**src/verilog/axi_rd_xbar_defines.svh**
```systemverilog
`ifndef AXI_RD_XBAR_DEFINES_SVH
`define AXI_RD_XBAR_DEFINES_SVH

// Port counts
`define NB_INITIATOR 2
`define NB_TARGET    4

// Bus widths
`define ADDR_WIDTH 32
`define DATA_WIDTH 32

// ID width seen by the initiators
// The target side carries one extra initiator index on top
`define ID_WIDTH 4

// Memory map, one equal region per target
`define MAP_BASE    0
`define REGION_SIZE 4096

`endif

```
**src/verilog/axi_rd_xbar_pkg.sv**
```systemverilog
`include "axi_rd_xbar_defines.svh"

package axi_rd_xbar_pkg;

  // Index of an initiator port
  typedef logic [$clog2(`NB_INITIATOR)-1:0] init_idx_t;

  typedef logic [`ID_WIDTH-1:0]   id_t;
  typedef logic [`ADDR_WIDTH-1:0] addr_t;
  typedef logic [`DATA_WIDTH-1:0] data_t;

  // Read response code
  typedef logic [1:0] resp_t;
  localparam resp_t OKAY = 2'b00;

  // Target side ID, initiator index on top of the original ID
  typedef struct packed {
    init_idx_t ini;
    id_t       id;
  } tid_t;

  // AR payload as presented to a target
  typedef struct packed {
    tid_t  id;
    addr_t addr;
  } ar_req_t;

  // R payload after the prefix is stripped
  typedef struct packed {
    id_t   id;
    data_t data;
    resp_t resp;
  } r_beat_t;

endpackage

```
**src/verilog/addr_map_pkg.sv**
```systemverilog
`include "axi_rd_xbar_defines.svh"

package addr_map_pkg;

  import axi_rd_xbar_pkg::*;

  typedef logic [$clog2(`NB_TARGET)-1:0] tgt_idx_t;

  localparam addr_t MAP_BASE_ADDR = `MAP_BASE;
  // One bit wider than an address so the top of the map fits
  localparam logic [`ADDR_WIDTH:0] MAP_SPAN = `NB_TARGET * `REGION_SIZE;

  // Region number of an address
  function automatic tgt_idx_t addr_to_target(addr_t addr);
    addr_t offset;
    offset = addr - MAP_BASE_ADDR;
    return tgt_idx_t'(offset / `REGION_SIZE);
  endfunction

  // Addresses below the base wrap into the extra bit and fail the compare
  function automatic logic addr_in_map(addr_t addr);
    logic [`ADDR_WIDTH:0] offset;
    offset = {1'b0, addr} - {1'b0, MAP_BASE_ADDR};
    return offset < MAP_SPAN;
  endfunction

endpackage

```
**src/verilog/ar_decoder.sv**
```systemverilog
`timescale 1ns/100ps

`include "axi_rd_xbar_defines.svh"

module ar_decoder
  import axi_rd_xbar_pkg::*;
  import addr_map_pkg::*;
(
  input  logic    [`NB_INITIATOR-1:0]                   ini_arvalid_i,
  input  id_t     [`NB_INITIATOR-1:0]                   ini_arid_i,
  input  addr_t   [`NB_INITIATOR-1:0]                   ini_araddr_i,
  input  logic    [`NB_TARGET-1:0][`NB_INITIATOR-1:0]   tgt_grant_i,
  output logic    [`NB_INITIATOR-1:0]                   ini_arready_o,
  output logic    [`NB_TARGET-1:0][`NB_INITIATOR-1:0]   tgt_req_o,
  output ar_req_t [`NB_INITIATOR-1:0]                   tgt_payload_o
);

  tgt_idx_t tgt_sel [`NB_INITIATOR];

  // Region decode per initiator
  always_comb begin
    for (int i = 0; i < `NB_INITIATOR; i++) begin
      tgt_sel[i] = addr_to_target(ini_araddr_i[i]);
    end
  end

  // Raise the one request line of the selected target
  always_comb begin
    tgt_req_o     = '0;
    ini_arready_o = '0;
    for (int i = 0; i < `NB_INITIATOR; i++) begin
      tgt_req_o[tgt_sel[i]][i] = ini_arvalid_i[i];
      ini_arready_o[i]         = tgt_grant_i[tgt_sel[i]][i];
    end
  end

  // Widen the ID with the initiator index
  always_comb begin
    for (int i = 0; i < `NB_INITIATOR; i++) begin
      tgt_payload_o[i].id.ini = init_idx_t'(i);
      tgt_payload_o[i].id.id  = ini_arid_i[i];
      tgt_payload_o[i].addr   = ini_araddr_i[i];
    end
  end

  // Out of range reads have no target and would alias onto one
  always_comb begin
    for (int i = 0; i < `NB_INITIATOR; i++) begin
      if (ini_arvalid_i[i]) begin
        addr_in_map_a: assert (addr_in_map(ini_araddr_i[i]))
          else $error("initiator %0d reads outside the map: %h", i, ini_araddr_i[i]);
      end
    end
  end

endmodule

```
**config.mk**
```make
export PLATFORM = sky130hd
export DESIGN_NAME = ar_decoder
export DESIGN_NICKNAME = d
export VERILOG_FILES = /design/src/verilog/axi_rd_xbar_pkg.sv /design/src/verilog/addr_map_pkg.sv /design/src/verilog/ar_decoder.sv
export VERILOG_INCLUDE_DIRS = /design/src /design/src/verilog
export SDC_FILE = /design/constraint.sdc
export NUM_CORES = 1
export LEC_CHECK = 0
export ABC_AREA = 1
export BUFFER_PORTS_ARGS = -buffer_cell sky130_fd_sc_hd__buf_2
export CORE_MARGIN = 5
export CORE_UTILIZATION = 23
export DETAILED_ROUTE_END_ITERATION = 16
export PLACE_DENSITY = 0.84
export SLEW_MARGIN = 25
export SYNTH_ARGS = -nofsm -noshare
export SYNTH_HDL_FRONTEND = slang
export SYNTH_SLANG_ARGS = --single-unit
```
**constraint.sdc**
```tcl
create_clock -name vclk -period 0.8
set_clock_uncertainty 0.2 [all_clocks]
set_input_delay 0.16 -clock vclk [all_inputs]
set_output_delay 0.16 -clock vclk [all_outputs]
set_load 0.02 [all_outputs]
```
==> results of run 1 <==
[per-layer routing]
layer,up-vias,GRT usage,part of all wire
met5,-,0,0
met4,0,0.0855,0.12
met3,34,0.0513,0.24
met2,64,0.106,0.46
met1,171,0.0468,0.18
li1,169,-,-
[final timing paths]
path	cells after the start	slack [ns]	start	end
worst max-delay path	4	-0.28	ini_arvalid_i[0]	tgt_req_o[6]
worst min-delay path	0	0.12	ini_araddr_i[1]	tgt_payload_o[1]
[what timing repair did]
item                                    CTS  global route
endpoints found under the setup margin   14            13
gates resized for setup                  41            14
pin swaps                                 6             3
[cells in the final DEF, fill, tap and decap left out]
master / Yosys / final
clkinvlp_4: 0 / 1
buf_4: 74 / 2
nand2_1: 18 / 10
buf_6: 0 / 13
inv_2: 2 / 2
nand2_4: 0 / 1
buf_2: 0 / 12
clkinv_8: 0 / 2
buf_8: 0 / 2
buf_12: 0 / 3
nand2_2: 0 / 7
nor3_4: 0 / 8
conb_1: 2 / 2
inv_1: 4 / 1
[final cells by class]
class | count | area (sq um)
tap | 33 | 41.3
inverter | 6 | 51.3
multi-input combinational | 28 | 230
fill | 334 | 2340
timing repair buffer | 32 | 312
[metrics by stage]
stage	std cells	setup slack [ns]	hold WS, ns
after floorplan	108	-0.0798	0.155
after global placement	99	-0.369	0.120
after detailed placement	99	-0.384	0.120
after CTS	99	-0.293	0.120
after global routing	99	-0.330	0.120
final	99	-0.278	0.120
[logic make-up (layout without fill, tap and decap cells)]
family,after synthesis,after routing,share of synthesized area
simple gates,26,26,0.161
buf+inv,80,38,0.828
other cells,2,2,0.0108
[power by group through the flow]
stage	sequential, uW	combinational (uW)	clock (uW)
after floorplan	0	662	0
after global placement	0	265	0
after detailed placement	0	265	0
after CTS	0	342	0
after global routing	0	387	0
final	0	362	0
==> results.py, run 1 <==
metrics = {
    "job": {
        "max_cap_violations": 0,
    },
    "global_route": {
        "grt_max_degree": 7,
        "grt_first_pass_wirelength_um": 2270,
        "grt_pass1_vias": 429,
        "grt-ovfl-total": 0,
        "grt_util_all_layers": 0.0685,
        "antenna_found_initial": 0,
    },
    "pwr": {
        "p_comb_frac": 1.000,
        "switching_share": 0.514,
        "p_seq_frac": 0,
        "fin_total_pwr_uw": 362,
        "peakVddDrop_mv": 0.193,
        "p_per_area_nw_per_um2": 571,
        "p_sw_uw": 186,
        "leakagePower_uw": 0.000309,
        "pwr-share-clk": 0,
        "cell_internal_pwr_uw": 176,
    },
    "timing": {
        "rsz0062_at_grt": "true",
        "finalMaxSlewViolations": 0,
        "fin_tns_setup_ns": -2.79,
        "finalCritPeriodShare": 1.35,
        "setup_ws_ns": -0.278,
        "hold_viol": 0,
        "finalSetupViolations": 12,
        "period_minus_slack_ns": 1.08,
        "max_freq_mhz": 928,
    },
    "floorplanning": {
        "coreArea_sq_um": 2980,
        "num_rows": 20,
        "start_util": 0.234,
        "die_w_um": 65.1,
        "io_pins": 166,
        "die_h_um": 65.1,
        "die-area_sq_um": 4240,
    },
    "logic_synthesis": {
        "synth_commonest_cells": "buf_4, nand2_1, nor3_1",
        "synth_area_per_cell_sq_um": 6.46,
        "synth_area_leaders": "buf_4, nand2_1, nor3_1",
        "synthesis.area_sq_um": 698,
        "yosys.area.top_type": "buf_4",
        "synth_top_area_share": 0.796,
        "synth_most_common_cell": "buf_4",
        "yosysUniqueCellTypes": 7,
        "yosys_warnings": 0,
        "seq_area_frac_synth": 0,
        "synth.net_count": 190,
        "synthCells": 108,
    },
    "setup_path": {
        "critPathBufInv": 3,
        "cp_cell_sequence": "buf_2 -> inv_1 -> nor3_4 -> buf_4",
        "crit_path_max_incr_delay_ns": 0.25,
        "crit_type": "primary input to output port",
        "path_delay_family": "buffers and inverters",
        "cp.arrival_ns": 0.72,
        "startpoint_type": "primary input",
        "cp_max_fo": 4,
        "crit_slowest_cell": "inv_1",
        "required_ns": 0.44,
        "cp-end-kind": "output port",
    },
    "cells_and_area": {
        "final_core_util": 0.213,
        "finalNetCount": 150,
        "drive_gt1_frac": 0.803,
        "antenna_cells": 0,
        "syn_to_final_growth_pct": -9.14,
        "seqCellArea_sq_um": 0,
        "num-clock-buffers": 0,
        "seq_cells": 0,
        "fin_area_sq_um": 634,
    },
    "placement": {
        "placed_area_sq_um": 462,
        "port_buffers": 28,
        "dp_hpwl_um": 1430,
        "gp_congestion": 0.681,
    },
    "routing": {
        "totalWireLength_um": 1710,
        "drcViolationCount": 0,
        "drtIter0Drc": 5,
        "wire_per_inst_um": 17.3,
        "via_count": 438,
        "antenna_left": 0,
        "dr.pass1.iters": 4,
        "vias_per_cell": 4.42,
    },
    "clock_tree": {
        "postCtsSetupBuffers": 0,
        "postCtsHoldBufs": 0,
    },
    "status": {
        "status": "finished with violations",
        "violations": "setup timing",
    },
    "worst_hold_path": {
        "holdCritPathClass": "primary input to output port",
    },
}
Power figures use the tool's default switching activity.
==> run 2: changes to the inputs <==
Settings changed: ABC_AREA 1 to default, CORE_AREA from default to 2 2 65 67, CORE_MARGIN 5 to default, CORE_UTILIZATION 23 to default, DIE_AREA from default to 0 0 67 69, PLACE_DENSITY 0.84 to 0.67.
==> run 2 against run 1 <==
  * The run still ends with setup timing left
  * Final cell count down 6.1%
  * Setup slack worse by 0.16 ns
  * Wire length down 31%
  * Largest cell class unchanged
==> results.py, run 2 <==
metrics = {
    "setup_path": {
        "required_ns": 0.44,
        "cp.arrival_ns": 0.88,
        "startpoint": "ini_araddr_i[12]",
        "cp-end-kind": "output port",
        "startpoint_type": "primary input",
        "cp_max_fo": 2,
        "crit_type": "primary input to output port",
    },
    "placement": {
        "port_buffers": 28,
        "gp_congestion": 0.475,
        "dp_cells": 92,
        "dp_hpwl_um": 997,
        "preCtsSetupSlack_ns": -0.483,
    },
    "timing": {
        "hold_viol": 0,
        "finalMaxSlewViolations": 0,
        "whs_ns": 0.120,
        "finalCritPeriodShare": 1.54,
        "setup_ws_ns": -0.435,
        "max_freq_mhz": 809,
        "finalSetupViolations": 12,
        "period_minus_slack_ns": 1.24,
        "rsz0062_at_grt": "true",
    },
    "routing": {
        "drcViolationCount": 0,
        "vias_per_cell": 3.71,
        "via_count": 345,
        "dr.pass1.iters": 2,
        "drtIter0Drc": 3,
        "antenna_left": 0,
        "wire_per_inst_um": 12.8,
        "totalWireLength_um": 1190,
    },
    "cells_and_area": {
        "syn_to_final_growth_pct": -25.5,
        "finalNetCount": 127,
        "drive_gt1_frac": 0.953,
        "seq_cells": 0,
        "antenna_cells": 0,
        "nFillCells": 452,
        "fin_cells": 93,
        "final_core_util": 0.129,
        "num-clock-buffers": 0,
        "final_cell_mix": "buf_6, buf_2, and3b_2",
        "final_common_cell": "buf_6",
        "seqCellArea_sq_um": 0,
    },
    "pwr": {
        "fin_total_pwr_uw": 274,
        "leakagePower_uw": 0.000234,
        "p_per_area_nw_per_um2": 543,
        "peakVddDrop_mv": 0.135,
    },
    "global_route": {
        "antenna_found_initial": 0,
        "grt-ovfl-total": 0,
        "grt_util_all_layers": 0.0425,
        "grt_pass1_vias": 357,
        "grt_first_pass_wirelength_um": 1570,
        "grt_max_degree": 7,
    },
    "floorplanning": {
        "io_pins": 166,
        "num_rows": 23,
        "coreArea_sq_um": 3910,
        "die_h_um": 69,
        "die_w_um": 67,
        "start_util": 0.173,
        "die-area_sq_um": 4620,
    },
    "logic_synthesis": {
        "yosysUniqueCellTypes": 6,
        "synth_commonest_cells": "buf_4, and3b_2",
        "yosys.area.top_type": "buf_4",
        "synth.net_count": 168,
        "yosys_warnings": 0,
        "synth_area_leaders": "buf_4, mux4_2, and3b_2",
        "synthCells": 86,
        "synth_most_common_cell": "buf_4",
        "synthesis.area_sq_um": 678,
        "seq_area_frac_synth": 0,
        "synth_area_per_cell_sq_um": 7.89,
        "synth_top_area_share": 0.819,
    },
    "worst_hold_path": {
        "hold_start": "ini_arid_i[3]",
        "hold_depth": 0,
        "holdCritPathClass": "primary input to output port",
        "min_to": "tgt_payload_o[35]",
    },
    "status": {
        "status": "finished with violations",
        "violations": "setup timing",
    },
    "job": {
        "max_cap_violations": 0,
    },
}
run 2: cell count changes in the layout (fill, tap and decap cells not counted), sizes merged, moves of 3 or more:
| cell | change |
|---|---|
| and3b | +4 |
| nor3 | -8 |
| nand2 | -18 |
| inv | -3 |
run 2: worst max-delay path by stage:
stage	to	cells after the start	slack, ns
detailed placement	ini_arready_o[1]	3	-0.48
global route	ini_arready_o[0]	3	-0.45
CTS	ini_arready_o[0]	3	-0.44
finish	ini_arready_o[0]	3	-0.44
global placement	ini_arready_o[1]	3	-0.48
floorplan	ini_arready_o[0]	1	-0.27
run 2: cells by family (layout without fill, tap and decap cells):
group | count (synthesis) | in the layout | share of synthesized area
buffers and inverters | 74 | 31 | 0.819
other | 2 | 2 | 0.0111
multiplexers | 2 | 2 | 0.0664
AND/OR/NAND/NOR | 8 | 8 | 0.103
run 2: cell type report:
| class | instances | area, sq um | area share |
|---|---|---|---|
| repair buffers | 31 | 290 | 0.574 |
| well taps | 50 | 62.6 | 0.124 |
| multi-input cells | 12 | 153 | 0.302 |
run 2: repair_timing:
action / 4_1_cts / 5_1_grt
cloned: 0 / 0
hold buffers: 0 / 0
hold endpoints to repair: 0 / 0
resized for setup: 36 / 4
setup endpoints to repair: 14 / 12
setup buffers: 0 / 1
pin swaps: 3 / 0
run 2: metal layers:
layer / wire [um] / share of wire / vias to the layer above / track usage
met2: 543 / 0.46 / 73 / 0.0737
met3: 279 / 0.24 / 28 / 0.0310
met5: 0 / 0 / - / 0
met1: 189 / 0.16 / 135 / 0.0128
met4: 175 / 0.15 / 0 / 0.0703
li1: - / - / 109 / -
run 2: per-stage QoR:
stage / cell area (sq um) / setup TNS, ns
4_1_cts: 483 / -3.17
6_report: 505 / -3.06
3_5_place_dp: 363 / -4.07
3_3_place_gp: 363 / -3.99
2_1_floorplan: 701 / -0.532
5_1_grt: 505 / -3.28
run 2: worst max-delay path, stage by stage:
cell    delay [ns]
buf_8         0.08
mux4_2        0.49
buf_6         0.15
run 2: where the power goes:
| part | total (uW) | internal [uW] | leakage (uW) | switching, uW |
|---|---|---|---|---|
| clock network | 0 | 0 | 0 | 0 |
| logic | 274 | 157 | 0.000234 | 118 |
| registers | 0 | 0 | 0 | 0 |
| total | 274 | 157 | 0.000234 | 118 |
